$ cat src/source/if_defines.svh
`ifndef IF_DEFINES_SVH
`define IF_DEFINES_SVH

// Shared widths and sizes for the instruction fetch stage

// Address and instruction data width
`define IF_ADDR_W 32

// Trap vector layout
// Base field of mtvec sits above the vector offset
`define IF_MTVEC_W 25
// Interrupt index placed between base and word offset
`define IF_IRQ_ID_W 5

// Buffering
`define IF_FIFO_DEPTH 2
// Bus transactions allowed in flight
`define IF_MAX_OUTSTANDING 2
// Holds 0 to 2 for occupancy and outstanding counts
`define IF_CNT_W 2

// PC held in the IF/ID register out of reset
`define IF_RESET_PC 32'h0000_0000

`endif

$ cat src/source/if_pkg.sv
`default_nettype none

package if_pkg;

  ////////////////////
  // PC source select
  ////////////////////

  // Driven by the controller together with pc_set
  typedef enum logic [2:0] {
    PC_BOOT     = 3'd0,
    PC_JUMP     = 3'd1,
    PC_BRANCH   = 3'd2,
    PC_MRET     = 3'd3,
    PC_TRAP_EXC = 3'd4,
    PC_TRAP_IRQ = 3'd5
  } pc_mux_e;

  ////////////////////
  // Prefetch state
  ////////////////////

  // Idle until the first redirect gives a valid fetch address
  typedef enum logic {
    FETCH_IDLE = 1'b0,
    FETCH_RUN  = 1'b1
  } fetch_state_e;

endpackage

`default_nettype wire

$ cat src/source/if_fetch_fifo.sv
`default_nettype none

`include "if_defines.svh"

module if_fetch_fifo (
  input  logic                  clk,
  input  logic                  rst_n,
  input  logic                  flush_i,
  input  logic                  push_i,
  input  logic [`IF_ADDR_W-1:0] push_data_i,
  input  logic                  push_err_i,
  input  logic [`IF_ADDR_W-1:0] push_addr_i,
  input  logic                  halt_i,
  input  logic                  kill_i,
  input  logic                  ready_i,
  output logic [`IF_CNT_W-1:0]  cnt_o,
  output logic                  valid_o,
  output logic [`IF_ADDR_W-1:0] instr_o,
  output logic [`IF_ADDR_W-1:0] pc_o,
  output logic                  err_o,
  output logic [`IF_ADDR_W-1:0] pc_if_o
);

  localparam int PTR_W = $clog2(`IF_FIFO_DEPTH);

  logic [`IF_ADDR_W-1:0] data_mem [`IF_FIFO_DEPTH];
  logic [`IF_ADDR_W-1:0] addr_mem [`IF_FIFO_DEPTH];
  logic                  err_mem  [`IF_FIFO_DEPTH];
  logic [PTR_W-1:0]      wr_ptr_q;
  logic [PTR_W-1:0]      rd_ptr_q;
  logic [`IF_CNT_W-1:0]  cnt_q;
  logic                  empty;
  logic                  full;
  logic                  pop;

  assign empty = (cnt_q == '0);
  assign full  = (cnt_q == `IF_FIFO_DEPTH);
  assign cnt_o = cnt_q;

  // Head is offered only while IF is neither halted nor killed
  assign valid_o = !empty && !halt_i && !kill_i;
  // A kill drops the head without handing it to ID
  assign pop     = (valid_o && ready_i) || (kill_i && !empty);

  assign instr_o = data_mem[rd_ptr_q];
  assign err_o   = err_mem[rd_ptr_q];
  assign pc_o    = addr_mem[rd_ptr_q];
  assign pc_if_o = addr_mem[rd_ptr_q];

  always_ff @(posedge clk or negedge rst_n) begin
    if (!rst_n) begin
      wr_ptr_q <= '0;
      rd_ptr_q <= '0;
      cnt_q    <= '0;
    end else if (flush_i) begin
      // Redirect empties the buffer
      wr_ptr_q <= '0;
      rd_ptr_q <= '0;
      cnt_q    <= '0;
    end else begin
      if (push_i) begin
        wr_ptr_q <= wr_ptr_q + 1'b1;
      end
      if (pop) begin
        rd_ptr_q <= rd_ptr_q + 1'b1;
      end
      if (push_i && !pop) begin
        cnt_q <= cnt_q + 1'b1;
      end else if (!push_i && pop) begin
        cnt_q <= cnt_q - 1'b1;
      end
    end
  end

  always_ff @(posedge clk) begin
    if (push_i) begin
      data_mem[wr_ptr_q] <= push_data_i;
      err_mem[wr_ptr_q]  <= push_err_i;
      addr_mem[wr_ptr_q] <= push_addr_i;
    end
  end

  // Prefetcher reserves space before it issues a request
  a_no_overflow : assert property (@(posedge clk) disable iff (!rst_n)
    (push_i && full) |-> pop);

endmodule

`default_nettype wire

$ cat src/source/if_id_pipe.sv
`default_nettype none

`include "if_defines.svh"

module if_id_pipe (
  input  logic                  clk,
  input  logic                  rst_n,
  input  logic                  if_valid_i,
  input  logic [`IF_ADDR_W-1:0] instr_i,
  input  logic [`IF_ADDR_W-1:0] pc_i,
  input  logic                  err_i,
  input  logic                  id_ready_i,
  output logic                  if_ready_o,
  output logic                  id_valid_o,
  output logic [`IF_ADDR_W-1:0] id_instr_o,
  output logic [`IF_ADDR_W-1:0] id_pc_o,
  output logic                  id_abort_o
);

  ////////////////////
  // IF/ID register
  ////////////////////

  // Register takes a new value whenever ID can accept one
  assign if_ready_o = id_ready_i;

  // Valid, PC and abort flag
  always_ff @(posedge clk or negedge rst_n) begin
    if (!rst_n) begin
      id_valid_o <= 1'b0;
      id_pc_o    <= `IF_RESET_PC;
      id_abort_o <= 1'b0;
    end else if (id_ready_i) begin
      // Bubble when nothing is offered
      id_valid_o <= if_valid_i;
      if (if_valid_i) begin
        id_pc_o    <= pc_i;
        // Bus error turns into an abort for ID
        id_abort_o <= err_i;
      end
    end
  end

  // Instruction word
  always_ff @(posedge clk) begin
    if (id_ready_i && if_valid_i) begin
      id_instr_o <= instr_i;
    end
  end

endmodule

`default_nettype wire

$ cat src/source/if_pc_mux.sv
`default_nettype none

`include "if_defines.svh"

module if_pc_mux import if_pkg::*; (
  input  pc_mux_e                  pc_mux_i,
  input  logic                     pc_set_i,
  input  logic [`IF_ADDR_W-1:0]    boot_addr_i,
  input  logic [`IF_ADDR_W-1:0]    jump_target_i,
  input  logic [`IF_ADDR_W-1:0]    branch_target_i,
  input  logic [`IF_ADDR_W-1:0]    mepc_i,
  input  logic [`IF_MTVEC_W-1:0]   mtvec_addr_i,
  input  logic [`IF_IRQ_ID_W-1:0]  irq_id_i,
  output logic [`IF_ADDR_W-1:0]    branch_addr_o,
  output logic                     csr_mtvec_init_o
);

  ////////////////////
  // Target selection
  ////////////////////

  always_comb begin
    // Boot address unless another source is selected
    branch_addr_o = {boot_addr_i[`IF_ADDR_W-1:2], 2'b00};

    unique case (pc_mux_i)
      PC_BOOT:     branch_addr_o = {boot_addr_i[`IF_ADDR_W-1:2], 2'b00};
      PC_JUMP:     branch_addr_o = {jump_target_i[`IF_ADDR_W-1:2], 2'b00};
      PC_BRANCH:   branch_addr_o = {branch_target_i[`IF_ADDR_W-1:2], 2'b00};
      // Return to the interrupted instruction
      PC_MRET:     branch_addr_o = {mepc_i[`IF_ADDR_W-1:2], 2'b00};
      // Every exception shares the mtvec base
      PC_TRAP_EXC: branch_addr_o = {mtvec_addr_i, 7'h00};
      // Interrupts are vectored by their index
      PC_TRAP_IRQ: branch_addr_o = {mtvec_addr_i, irq_id_i, 2'b00};
      default:     ;
    endcase
  end

  // CSR file loads mtvec from the boot address on the boot redirect
  assign csr_mtvec_init_o = pc_set_i && (pc_mux_i == PC_BOOT);

  // Controller must present a defined source with every redirect
  always_comb begin
    if (pc_set_i) begin
      a_pc_mux_known : assert final (!$isunknown(pc_mux_i) && (pc_mux_i inside
        {PC_BOOT, PC_JUMP, PC_BRANCH, PC_MRET, PC_TRAP_EXC, PC_TRAP_IRQ}))
        else $error("pc_set with undefined pc_mux value %0d", pc_mux_i);
    end
  end

endmodule

`default_nettype wire

$ cat src/source/if_prefetch_ctrl.sv
`default_nettype none

`include "if_defines.svh"

module if_prefetch_ctrl import if_pkg::*; (
  input  logic                  clk,
  input  logic                  rst_n,
  input  logic                  pc_set_i,
  input  logic [`IF_ADDR_W-1:0] branch_addr_i,
  input  logic [`IF_CNT_W-1:0]  fifo_cnt_i,
  input  logic                  instr_gnt_i,
  input  logic                  instr_rvalid_i,
  input  logic [`IF_ADDR_W-1:0] instr_rdata_i,
  input  logic                  instr_err_i,
  output logic                  instr_req_o,
  output logic [`IF_ADDR_W-1:0] instr_addr_o,
  output logic                  push_o,
  output logic [`IF_ADDR_W-1:0] push_data_o,
  output logic                  push_err_o,
  output logic [`IF_ADDR_W-1:0] push_addr_o,
  output logic                  busy_o
);

  localparam int PTR_W = $clog2(`IF_MAX_OUTSTANDING);

  fetch_state_e          state_q;
  logic [`IF_ADDR_W-1:0] addr_q;
  // Addresses of issued requests, oldest at the read pointer
  logic [`IF_ADDR_W-1:0] aq_mem [`IF_MAX_OUTSTANDING];
  logic [PTR_W-1:0]      aq_wr_q;
  logic [PTR_W-1:0]      aq_rd_q;
  logic [`IF_CNT_W-1:0]  out_cnt_q;
  logic [`IF_CNT_W-1:0]  discard_q;
  logic [`IF_CNT_W-1:0]  live_cnt;
  logic [`IF_CNT_W:0]    slots_used;
  logic                  granted;
  logic                  discard_rsp;

  ////////////////////
  // Request issue
  ////////////////////

  // Outstanding requests whose responses will still reach the FIFO
  assign live_cnt   = out_cnt_q - discard_q;
  assign slots_used = {1'b0, live_cnt} + {1'b0, fifo_cnt_i};

  // No request in a redirect cycle since the address is about to change
  assign instr_req_o = (state_q == FETCH_RUN) && !pc_set_i &&
                       (out_cnt_q < `IF_MAX_OUTSTANDING) &&
                       (slots_used < `IF_FIFO_DEPTH);
  assign instr_addr_o = addr_q;
  assign granted      = instr_req_o && instr_gnt_i;

  always_ff @(posedge clk or negedge rst_n) begin
    if (!rst_n) begin
      state_q <= FETCH_IDLE;
      addr_q  <= '0;
    end else if (pc_set_i) begin
      state_q <= FETCH_RUN;
      addr_q  <= branch_addr_i;
    end else if (granted) begin
      // Sequential word fetch
      addr_q <= addr_q + 32'd4;
    end
  end

  ////////////////////
  // Response handling
  ////////////////////

  // Responses to requests issued before a redirect are dropped
  assign discard_rsp = instr_rvalid_i && (discard_q != '0);
  // FIFO is flushed in a redirect cycle so nothing is pushed then
  assign push_o      = instr_rvalid_i && (discard_q == '0) && !pc_set_i;
  assign push_data_o = instr_rdata_i;
  assign push_err_o  = instr_err_i;
  assign push_addr_o = aq_mem[aq_rd_q];
  assign busy_o      = (out_cnt_q != '0);

  always_ff @(posedge clk or negedge rst_n) begin
    if (!rst_n) begin
      out_cnt_q <= '0;
      discard_q <= '0;
      aq_wr_q   <= '0;
      aq_rd_q   <= '0;
    end else begin
      out_cnt_q <= out_cnt_q + {{(`IF_CNT_W-1){1'b0}}, granted}
                             - {{(`IF_CNT_W-1){1'b0}}, instr_rvalid_i};
      if (pc_set_i) begin
        // Everything still in flight after this cycle is stale
        discard_q <= out_cnt_q - {{(`IF_CNT_W-1){1'b0}}, instr_rvalid_i};
      end else if (discard_rsp) begin
        discard_q <= discard_q - 1'b1;
      end
      // Tag queue advances on every grant and response alike
      if (granted) begin
        aq_wr_q <= aq_wr_q + 1'b1;
      end
      if (instr_rvalid_i) begin
        aq_rd_q <= aq_rd_q + 1'b1;
      end
    end
  end

  always_ff @(posedge clk) begin
    if (granted) begin
      aq_mem[aq_wr_q] <= addr_q;
    end
  end

  // FIFO space reservation must also bound bus occupancy
  a_out_cnt_max : assert property (@(posedge clk) disable iff (!rst_n)
    out_cnt_q <= `IF_MAX_OUTSTANDING);

  // Bus must not answer a request that was never granted
  a_rvalid_pending : assert property (@(posedge clk) disable iff (!rst_n)
    instr_rvalid_i |-> (out_cnt_q != '0));

endmodule

`default_nettype wire

$ cat src/source/if_stage.sv
`default_nettype none

`include "if_defines.svh"

module if_stage import if_pkg::*; (
  input  logic                    clk,
  input  logic                    rst_n,

  // Controller
  input  logic                    pc_set_i,
  input  pc_mux_e                 pc_mux_i,
  input  logic                    kill_if_i,
  input  logic                    halt_if_i,
  input  logic [`IF_IRQ_ID_W-1:0] irq_id_i,
  input  logic [`IF_ADDR_W-1:0]   boot_addr_i,
  input  logic [`IF_ADDR_W-1:0]   jump_target_i,
  input  logic [`IF_ADDR_W-1:0]   branch_target_i,
  input  logic [`IF_ADDR_W-1:0]   mepc_i,
  input  logic [`IF_MTVEC_W-1:0]  mtvec_addr_i,

  // Instruction bus
  output logic                    instr_req_o,
  output logic [`IF_ADDR_W-1:0]   instr_addr_o,
  input  logic                    instr_gnt_i,
  input  logic                    instr_rvalid_i,
  input  logic [`IF_ADDR_W-1:0]   instr_rdata_i,
  input  logic                    instr_err_i,

  // ID stage
  input  logic                    id_ready_i,
  output logic                    id_valid_o,
  output logic [`IF_ADDR_W-1:0]   id_instr_o,
  output logic [`IF_ADDR_W-1:0]   id_pc_o,
  output logic                    id_abort_o,

  // Status
  output logic [`IF_ADDR_W-1:0]   pc_if_o,
  output logic                    if_busy_o,
  output logic                    csr_mtvec_init_o
);

  logic [`IF_ADDR_W-1:0] branch_addr;
  logic [`IF_CNT_W-1:0]  fifo_cnt;
  logic                  push;
  logic [`IF_ADDR_W-1:0] push_data;
  logic                  push_err;
  logic [`IF_ADDR_W-1:0] push_addr;
  logic                  if_valid;
  logic                  if_ready;
  logic [`IF_ADDR_W-1:0] fifo_instr;
  logic [`IF_ADDR_W-1:0] fifo_pc;
  logic                  fifo_err;

  ////////////////////
  // Next PC
  ////////////////////

  if_pc_mux i_pc_mux (
    .pc_mux_i         (pc_mux_i),
    .pc_set_i         (pc_set_i),
    .boot_addr_i      (boot_addr_i),
    .jump_target_i    (jump_target_i),
    .branch_target_i  (branch_target_i),
    .mepc_i           (mepc_i),
    .mtvec_addr_i     (mtvec_addr_i),
    .irq_id_i         (irq_id_i),
    .branch_addr_o    (branch_addr),
    .csr_mtvec_init_o (csr_mtvec_init_o)
  );

  ////////////////////
  // Prefetch
  ////////////////////

  if_prefetch_ctrl i_prefetch_ctrl (
    .clk            (clk),
    .rst_n          (rst_n),
    .pc_set_i       (pc_set_i),
    .branch_addr_i  (branch_addr),
    .fifo_cnt_i     (fifo_cnt),
    .instr_gnt_i    (instr_gnt_i),
    .instr_rvalid_i (instr_rvalid_i),
    .instr_rdata_i  (instr_rdata_i),
    .instr_err_i    (instr_err_i),
    .instr_req_o    (instr_req_o),
    .instr_addr_o   (instr_addr_o),
    .push_o         (push),
    .push_data_o    (push_data),
    .push_err_o     (push_err),
    .push_addr_o    (push_addr),
    .busy_o         (if_busy_o)
  );

  // Redirect doubles as the FIFO flush
  if_fetch_fifo i_fetch_fifo (
    .clk         (clk),
    .rst_n       (rst_n),
    .flush_i     (pc_set_i),
    .push_i      (push),
    .push_data_i (push_data),
    .push_err_i  (push_err),
    .push_addr_i (push_addr),
    .halt_i      (halt_if_i),
    .kill_i      (kill_if_i),
    .ready_i     (if_ready),
    .cnt_o       (fifo_cnt),
    .valid_o     (if_valid),
    .instr_o     (fifo_instr),
    .pc_o        (fifo_pc),
    .err_o       (fifo_err),
    .pc_if_o     (pc_if_o)
  );

  ////////////////////
  // Handoff to ID
  ////////////////////

  if_id_pipe i_if_id_pipe (
    .clk        (clk),
    .rst_n      (rst_n),
    .if_valid_i (if_valid),
    .instr_i    (fifo_instr),
    .pc_i       (fifo_pc),
    .err_i      (fifo_err),
    .id_ready_i (id_ready_i),
    .if_ready_o (if_ready),
    .id_valid_o (id_valid_o),
    .id_instr_o (id_instr_o),
    .id_pc_o    (id_pc_o),
    .id_abort_o (id_abort_o)
  );

endmodule

`default_nettype wire

$ cat config.mk
export PLATFORM = sky130hd
export DESIGN_NAME = if_stage
export DESIGN_NICKNAME = d
export VERILOG_FILES = /design/src/source/if_pkg.sv /design/src/source/if_fetch_fifo.sv /design/src/source/if_id_pipe.sv /design/src/source/if_pc_mux.sv /design/src/source/if_prefetch_ctrl.sv /design/src/source/if_stage.sv
export VERILOG_INCLUDE_DIRS = /design/src /design/src/source
export SDC_FILE = /design/constraint.sdc
export NUM_CORES = 1
export LEC_CHECK = 0
export BUFFER_PORTS_ARGS = -buffer_cell sky130_fd_sc_hd__buf_4
export CAP_MARGIN = 30
export CORE_ASPECT_RATIO = 0.7
export CORE_MARGIN = 3
export CORE_UTILIZATION = 48
export DETAILED_ROUTE_END_ITERATION = 7
export PLACE_DENSITY = 0.86
export SYNTH_ARGS = -nofsm -noshare
export SYNTH_HDL_FRONTEND = slang
export SYNTH_SLANG_ARGS = --single-unit
$ cat constraint.sdc
create_clock -name clk -period 6.5 [get_ports clk]
set_clock_uncertainty 0.15 [all_clocks]
set_input_delay 0.975 -clock clk [delete_from_list [all_inputs] [get_ports clk]]
set_output_delay 0.975 -clock clk [all_outputs]
set_load 0.03 [all_outputs]
Yosys cells after proc, flatten, opt, wreduce, memory -nomap -nowiden
Memory sizes are Yosys's and may differ from the RTL's. A register that Yosys moved wholly into a read port is not among the register bits.
Cells that the tools add are included.
- order comparisons: 2
- add/sub/neg operators: 13
- multiplexer cells: 16
- reductions and logical operators: 33
- equality and inequality tests: 5
- operators by type and width (cell ; count):
    32-bit case mux with 5 select lines ; 1
    32-bit 2-to-1 mux ; 2
    32-bit by 3-bit adder with 32-bit output, second input constant ; 1
    1-bit logical AND ; 14
    2-bit nonzero test ; 6
    2-bit 2-to-1 mux ; 5
    1-bit 2-to-1 mux ; 8
    1-bit zero test ; 7
    3-bit by 2-bit equality test with 1-bit output, second input constant ; 2
    3-bit equality test, second input constant ; 2
    1-bit adder, second input constant ; 4
    2-bit zero test ; 2
    2-bit by 1-bit subtractor with 2-bit output ; 2
    2-bit by 1-bit subtractor with 2-bit output, second input constant ; 2
    2-bit by 2-bit adder with 3-bit output ; 1
    3-bit by 1-bit equality test with 1-bit output, second input constant ; 1
    3-bit zero test ; 1
    3-bit by 2-bit < comparator with 1-bit output, second input constant ; 1
    3-bit nonzero test ; 1
    2-bit by 1-bit adder with 2-bit output ; 1
    2-bit by 1-bit adder with 2-bit output, second input constant ; 1
    2-bit < comparator, second input constant ; 1
    2-bit AND reduction ; 1
    2-bit subtractor ; 1
    1-bit logical OR ; 1
- memories: 4
- register bits: 76
- word-level logic and storage cells: 84
- memory bits (writable): 194
- input port bits: 202
- memories (memory ; words ; width ; rd ports ; clocked after memory_dff ; write ports ; line ; text):
    i_fetch_fifo.addr_mem ; 2 ; 32 ; 1 ; 0 ; 1 ; if_fetch_fifo.sv:27 ; logic [`IF_ADDR_W-1:0] addr_mem [`IF_FIFO_DEPTH];
    i_fetch_fifo.data_mem ; 2 ; 32 ; 1 ; 1 ; 1 ; if_fetch_fifo.sv:26 ; logic [`IF_ADDR_W-1:0] data_mem [`IF_FIFO_DEPTH];
    i_prefetch_ctrl.aq_mem ; 2 ; 32 ; 1 ; 0 ; 1 ; if_prefetch_ctrl.sv:29 ; logic [`IF_ADDR_W-1:0] aq_mem [`IF_MAX_OUTSTANDING];
    i_fetch_fifo.err_mem ; 2 ; 1 ; 1 ; 1 ; 1 ; if_fetch_fifo.sv:28 ; logic err_mem [`IF_FIFO_DEPTH];

Depth between registers and ports, before layout
Gate-level depths: netlist of run 1.
- depth after elaboration: 10
- mapped depth: 11
- depth with buffers taken out: 10

Cells and area by module
From an unflattened synthesis of run 1, not the netlist that was laid out.
- cell total of the unflattened synthesis: 886
- area total of the unflattened synthesis: 13979.7 um^2
- by module, submodules not included (module ; area an instance (um^2) ; times used ; cells an instance ; sequential area each (um^2)):
    if_fetch_fifo ; 5195.0 ; 1 ; 266 ; 4003.8
    if_prefetch_ctrl ; 4849.7 ; 1 ; 380 ; 2897.8
    if_id_pipe ; 2353.5 ; 1 ; 107 ; 1811.7
    if_pc_mux ; 1581.5 ; 1 ; 133 ; 0.0

Worst setup path before layout of run 1
Ideal clock, no wire load.
- path kind: input to register
- start: input pc_set_i
- end: memory i_fetch_fifo.addr_mem[1][10] (netlist bit) (enable)
- setup slack: -433 ps
- data required time: 5775 ps
- arrival time: 6208 ps
- cell stages on the path: 4
- library setup time: 575 ps
- cell sequence: clkbuf_1 clkbuf_1 clkbuf_1 nor3b_1
- longest elaborated chain between the ends: 4
- ends and longest elaborated chain (element ; line ; text):
    start, declared ; if_stage.sv:10 ; input logic pc_set_i,
    1-bit zero test ; if_prefetch_ctrl.sv:74 ; assign push_o = instr_rvalid_i && (discard_q == '0) && !pc_set_i;
    1-bit logical AND ; if_prefetch_ctrl.sv:74 ;
    1-bit 2-to-1 mux ; if_fetch_fifo.sv:76 ; if (push_i) begin
    1-bit 2-to-1 mux (implied by the code) ; if_fetch_fifo.sv:79 ; addr_mem[wr_ptr_q] <= push_addr_i;
    end, declared ; if_fetch_fifo.sv:27 ;
Every way passes these cells.

Worst setup path after layout of run 1
- start: register i_fetch_fifo.rd_ptr_q
- end: output pc_if_o[6]
- longest elaborated chain between the ends: 1
- ends and longest elaborated chain (element ; line ; text):
    start, declared ; if_fetch_fifo.sv:30 ; logic [PTR_W-1:0] rd_ptr_q;
    start signal, assigned ; if_fetch_fifo.sv:65 ; rd_ptr_q <= rd_ptr_q + 1'b1;
    memory read 2 x 32 bit ; - ;
    end, declared ; if_stage.sv:37 ; output logic [`IF_ADDR_W-1:0] pc_if_o,
Every way passes these cells.

==> results of run 1 <==
-- layout by cell type, fill, tap and decap left out, types with 6 or more instances in the layout --
master     netlist  routed
dfrtp_1         73      72
o22ai_1         10      10
mux2_2         131     131
a22oi_1         14      14
xnor2_1         12      12
nand4_1         13      13
inv_1           16      16
clkbuf_1        15       7
diode_2          0       8
a21oi_1         32      32
nand3_1         20      20
clkbuf_16        0      29
o21ai_0         22      22
and2_1           7       7
nor2b_1          8       8
nand2_1         28      28
buf_4            8     327
o221ai_1        13      13
mux2i_1         25      25
edfxtp_1       218     218
nor2_1          50      49
conb_1           1       6
xor2_1          19      19
clkinv_2         0       7
nand2b_1         7       7
and3_1           8       8
-- power groups by stage --
stage	clock, mW	sequential, mW	combinational, mW
floorplan	0	2.66	0.693
global placement	0	2.49	1.39
detailed placement	0	2.51	1.41
CTS	1.66	2.47	1.42
global route	1.73	2.50	1.51
finish	1.62	2.47	1.41
-- layout make-up --
type	instances	area, µm²	area share
flip-flops and latches	291	8370	0.515
multi-input cells	502	3990	0.245
repair buffers	328	2480	0.153
clock buffers	37	766	0.0471
well taps	325	407	0.0250
clock inverters	17	165	0.0102
inverters	16	60.1	0.00369
diodes	8	20.0	0.00123
-- worst max-delay path by stage --
stage | slack [ns] | startpoint | cells past startpoint | to
after global routing | 2.63 | i_fetch_fifo.rd_ptr_q$_DFFE_PN0P_ | 3 | pc_if_o[6]
after detailed placement | 3.02 | i_prefetch_ctrl.discard_q[0]$_DFFE_PN0P_ | 8 | i_prefetch_ctrl.aq_mem[1][12]$_DFFE_PP_
after floorplan | 1.80 | pc_set_i | 4 | i_fetch_fifo.addr_mem[0][10]$_DFFE_PP_
final | 2.75 | i_fetch_fifo.rd_ptr_q$_DFFE_PN0P_ | 3 | pc_if_o[6]
after CTS | 2.71 | i_fetch_fifo.rd_ptr_q$_DFFE_PN0P_ | 3 | pc_if_o[6]
after global placement | 3.04 | i_prefetch_ctrl.discard_q[0]$_DFFE_PN0P_ | 8 | i_prefetch_ctrl.aq_mem[1][12]$_DFFE_PP_
-- per-stage QoR --
| step | instances | util |
|---|---|---|
| final | 1524 | 0.645 |
| after global routing | 1524 | 0.645 |
| after CTS | 1515 | 0.643 |
| after detailed placement | 1461 | 0.606 |
| after global placement | 1461 | 0.606 |
| after floorplan | 858 | - |
-- routing by layer --
| layer | wire, µm | track usage | vias to the layer above |
|---|---|---|---|
| met3 | 2310 | 0.0441 | 63 |
| met5 | 0 | 0 | - |
| met4 | 1180 | 0.0921 | 0 |
| li1 | - | - | 3883 |
| met2 | 16800 | 0.384 | 385 |
| met1 | 14200 | 0.317 | 4114 |
-- registers in the layout, indices dropped and copies added (netlist names) --
name / count
i_prefetch_ctrl.aq_rd_q: 1
i_fetch_fifo.cnt_o: 2
i_fetch_fifo.err_mem: 2
i_prefetch_ctrl.state_q: 1
i_prefetch_ctrl.discard_q: 2
i_fetch_fifo.addr_mem: 60
i_if_id_pipe.id_abort_o: 1
i_if_id_pipe.id_valid_o: 1
i_prefetch_ctrl.aq_wr_q: 1
i_fetch_fifo.rd_ptr_q: 1
i_fetch_fifo.wr_ptr_q: 1
i_prefetch_ctrl.instr_addr_o: 30
i_if_id_pipe.id_pc_o: 30
i_prefetch_ctrl.aq_mem: 60
i_if_id_pipe.id_instr_o: 32
i_fetch_fifo.data_mem: 64
i_prefetch_ctrl.out_cnt_q: 2
-- worst max-delay path: stages, from the launching register on --
cell	delay, ns
dfrtp_2	0.91
buf_4	0.52
mux2_2	0.45
buf_4	0.19
-- cells by family (layout without fill, tap and decap cells) --
logic type	count (synthesis)	in the layout	synth area share
adders and majority gates	6	6	0.00654
and+or+nand+nor	180	180	0.0789
muxes	158	158	0.141
buffers and inverters	65	398	0.0246
other	1	14	0.000297
DFF	291	291	0.663
xor gates and xnor gates	31	31	0.0215
AOI/OAI and AO/OA	121	121	0.0641
==> results.toml, run 1 <==
[synth]
ys_seq_area_frac = 0.663
synth_commonest_cells = "218 x edfxtp_1, 131 x mux2_2, 73 x dfrtp_1"
synth_warnings = 0
yosysTopAreaCellShare = 0.519
yosysTopAreaCell = "edfxtp_1"
synth.distinct_cells = 64
synth_edf_count = 218
synth_most_common_cell = "edfxtp_1"
synthFlopType = "edfxtp_1"
ys_top_cells_by_area = "edfxtp_1 52%, dfrtp_1 14%, mux2_2 12%, mux2i_1 2.0%, nor2_1 1.5%"
syn_area_per_cell_um2 = 14.8
syn_inst = 853
synthArstFlopShare = 0.251
ys_ff_latch = 291
netlist_area_um2 = 12600

[drt]
detail_route.first_pass.iterations = 5
detail-route-antenna-nets = 0
vias_per_cell = 5.54
drt_iter0_markers = 753
finalWirelength_um = 34500
drc = 0
vias = 8445
wire_per_inst_um = 22.6

[placed_design]
placed_area_um2 = 15300
place_ws_ns = 3.02
numPortBuffers = 320
place_congestion = 0.936
dp_hpwl_um = 25200

[power_and_ir_drop]
pwr-share-seq = 0.449
clockPowerShare = 0.294
leakagePower_nw = 6.45
swShare = 0.302
combPwrFrac = 0.257
ir_drop_uv = 201
switchingPower_mw = 1.66
p_int_mw = 3.84
p_per_area_nw_per_um2 = 339
power_mw = 5.51

[cts]
postCtsResizedCells = 0
clk_latency_ns = 0.54
htreeDepth = 1
cts_tree = "done"
post_cts_buffers = 0
cts_buffers = 29
clock-root-buffer = "clkbuf_16"
path_clk_slew_ns = 0.06
clock-sinks = 291
cts_hold_buf = 0
clk_path_buf_depth = 3

[grt]
grt_pass1_wl_um = 50100
grtUsageTotal = 0.236
grt_max_degree = 74
grt_pass1_vias = 8257
antenna_found_initial = 8
gr-total-overflow = 0

[hold_path]
hp-class = "input port to async pin"

[timing]
fmax_mhz = 266
slew_headroom = 0.254
finalSetupViolations = 0
rsz0062_at_grt = "no"
finalCritPeriodShare = 0.577
hold_violations = 0
slew_violations = 0
worstMarginPinSlew_ns = 1.09
tns_ns = 0
fin_ws_ns = 2.75
layout_min_cycle_time_ns = 3.75
whs_ns = 0.236

[final_layout]
fin_nets = 1376
n_fill_cell = 1863
final_layout_size_suffix_gt1_frac = 0.447
stdcell_area_um2 = 16300
areaGrowthSynthToFinish_pct = 28.8

[setup_path]
crit_required_ns = 5.37
endpoint_kind = "output pin"
crit_path_max_fanout = 37
r2r_end = "i_prefetch_ctrl.aq_mem[1][9]$_DFFE_PP_"
worstPathArrival_ns = 2.63
path_class = "flip-flop to output pin"
reg2reg_from = "i_prefetch_ctrl.discard_q[0]$_DFFE_PN0P_"
start_kind = "flip-flop"
r2r_slack_ns = 2.96
reg2reg_depth = 8

[run]
drv_cap = 0

[die]
die-area_um2 = 28300
fp.coreArea_um2 = 25200
die_w_um = 200
die_height_um = 142
initial_utilization = 0.500
pin_count = 335
row_count = 48

[run_status]
status = "complete, no violations"
Note: power is estimated with default switching activity, not from simulation.
==> run 2: changes to the inputs <==
ABC_AREA = 1   (was unset)
CORE_UTILIZATION = 53   (was 48)
PLACE_DENSITY = 0.89   (was 0.86)
clock period = 3.7 ns   (was 6.5 ns; I/O delays follow)
==> results.toml, run 2 <==
[run_status]
status = "complete, no violations"

[final_layout]
final_layout_size_suffix_gt1_frac = 0.265
fin_nets = 1854
n_fill_cell = 1714
final_common_cell = "nand2_1"
areaGrowthSynthToFinish_pct = 28.3
instances_no_fill = 1984
final_util = 0.702
final_cell_mix = "549 x nand2_1, 335 x buf_4, 218 x edfxtp_1"
largest-register = "i_fetch_fifo.data_mem"
stdcell_area_um2 = 16800
num_antenna_cells = 0
largest_reg_flops = 64
largest_registers = "i_fetch_fifo.data_mem x64, i_fetch_fifo.addr_mem x60, i_prefetch_ctrl.aq_mem x60"

[synth]
yosysTopAreaCellShare = 0.500
syn_inst = 1332
yosysTopAreaCell = "edfxtp_1"
ys_top_cells_by_area = "edfxtp_1 50%, nand2_1 16%, dfrtp_1 14%, nor2_1 3.8%, mux2_2 2.6%"
synthArstFlopShare = 0.251
netlist_area_um2 = 13100
syn_area_per_cell_um2 = 9.83
ys_seq_area_frac = 0.639
synthFlopType = "edfxtp_1"
ys_ff_latch = 291
synth_warnings = 0
synth_most_common_cell = "nand2_1"
synth_edf_count = 218
synth.distinct_cells = 43
synth_commonest_cells = "549 x nand2_1, 218 x edfxtp_1, 133 x nor2_1"

[cts]
clk_latency_ns = 0.52
htreeDepth = 1
post_cts_buffers = 0
clk_path_buf_depth = 3
path_clk_slew_ns = 0.07
cts_tree = "done"
cts_hold_buf = 1
clock-root-buffer = "clkbuf_16"
cts_buffers = 26
postCtsResizedCells = 0
clock-sinks = 291

[die]
initial_utilization = 0.547
fp.coreArea_um2 = 23900
row_count = 47
die_height_um = 138
die_w_um = 194
die-area_um2 = 26700
pin_count = 335

[setup_path]
crit_required_ns = 2.99
start_kind = "flip-flop"
worstPathArrival_ns = 2.32
path_class = "flip-flop to output pin"
crit_path_max_fanout = 2
endpoint_kind = "output pin"

[grt]
grt_pass1_wl_um = 52700
antenna_found_initial = 0
gr-total-overflow = 0
grtUsageTotal = 0.251
grt_max_degree = 64
grt_pass1_vias = 9737

[drt]
vias_per_cell = 5.24
drc = 0
drt_iter0_markers = 923
detail_route.first_pass.iterations = 5
vias = 10400
detail-route-antenna-nets = 0
finalWirelength_um = 34800
wire_per_inst_um = 17.5

[placed_design]
numPortBuffers = 320
placed_cells = 1935
placed_area_um2 = 15800
place_congestion = 0.947
dp_hpwl_um = 24600

[power_and_ir_drop]
p_per_area_nw_per_um2 = 662
ir_drop_uv = 537
leakagePower_nw = 7.52

[timing]
finalCritPeriodShare = 0.816
worstMarginPinSlew_ns = 0.925
tns_ns = 0
hold_violations = 0
layout_min_cycle_time_ns = 3.02
slew_headroom = 0.383
rsz0062_at_grt = "no"
fmax_mhz = 331
finalSetupViolations = 0
slew_violations = 0

[hold_path]
hp-class = "input port to flip-flop"

[run]
drv_cap = 0
## run 2: final cells by class
class | count | area, µm² | share of cell area
Tap cell | 318 | 398 | 0.0237
Timing Repair Buffer | 338 | 2560 | 0.153
Clock buffer | 35 | 734 | 0.0437
Inverter | 84 | 328 | 0.0195
Sequential cell | 291 | 8370 | 0.499
Multi-Input combinational cell | 905 | 4140 | 0.247
Clock inverter | 13 | 258 | 0.0153
## run 2: path summary, 6_finish.rpt
path	from	end	slack (ns)	cells after the start
hold / removal	instr_rdata_i[26]	i_fetch_fifo.data_mem[0][26]$_DFFE_PP_	0.06	1
setup / recovery	i_prefetch_ctrl.discard_q[0]$_DFFE_PN0P_	instr_req_o	0.68	6
min in group asynchronous	rst_n	i_if_id_pipe.id_pc_o[7]$_DFFE_PN0P_	0.47	2
hold reg to reg	i_prefetch_ctrl.aq_rd_q$_DFFE_PN0P_	i_prefetch_ctrl.aq_rd_q$_DFFE_PN0P_	0.33	1
max in group asynchronous	rst_n	i_if_id_pipe.id_pc_o[23]$_DFFE_PN0P_	2.12	3
setup reg to reg	i_prefetch_ctrl.discard_q[0]$_DFFE_PN0P_	i_prefetch_ctrl.aq_mem[0][25]$_DFFE_PP_	0.68	8
## run 2: routing by layer
| layer | track usage | wire length [µm] | share of wire |
|---|---|---|---|
| met1 | 0.368 | 15100 | 0.43 |
| met2 | 0.405 | 16500 | 0.47 |
| met3 | 0.0423 | 2590 | 0.074 |
| met4 | 0.0478 | 633 | 0.018 |
| met5 | 0 | 0 | 0 |
## run 2: report_power, final
group	leakage (nW)	internal, mW	switching, mW
Sequential	2.87	4.16	0.416
Combinational	4.17	1.22	2.26
Clock	0.483	1.89	1.16
## run 2: stage by stage
| step | power [mW] | hold slack, ns | setup WS [ns] |
|---|---|---|---|
| after floorplan | 6.69 | 0.109 | 0.0647 |
| after global placement | 7.96 | 0.308 | 0.822 |
| after detailed placement | 8.11 | 0.317 | 0.733 |
| after CTS | 11.2 | 0.0387 | 0.663 |
| after global routing | 11.6 | 0.0419 | 0.501 |
| final | 11.1 | 0.0613 | 0.679 |
## run 2: cells by family (layout without fill, tap and decap cells)
| family | after synthesis | in the layout | share of synthesized area |
|---|---|---|---|
| multiplexers | 31 | 31 | 0.0266 |
| buffers and inverters | 141 | 470 | 0.0479 |
| AO/OA/AOI/OAI | 55 | 55 | 0.0226 |
| other | 1 | 6 | 0.000286 |
| XOR/XNOR | 13 | 13 | 0.00869 |
| adder cells (fa/ha/maj) | 6 | 6 | 0.00630 |
| AND/OR/NAND/NOR | 794 | 794 | 0.248 |
| flip-flops | 291 | 291 | 0.639 |
## run 2: worst max-delay path: stages (launching register included)
cell and delay, ns:
dfrtp_1 0.40, ha_1 0.22, xor2_1 0.18, fa_1 0.52
nand3_1 0.15, nor2_1 0.14, buf_4 0.17
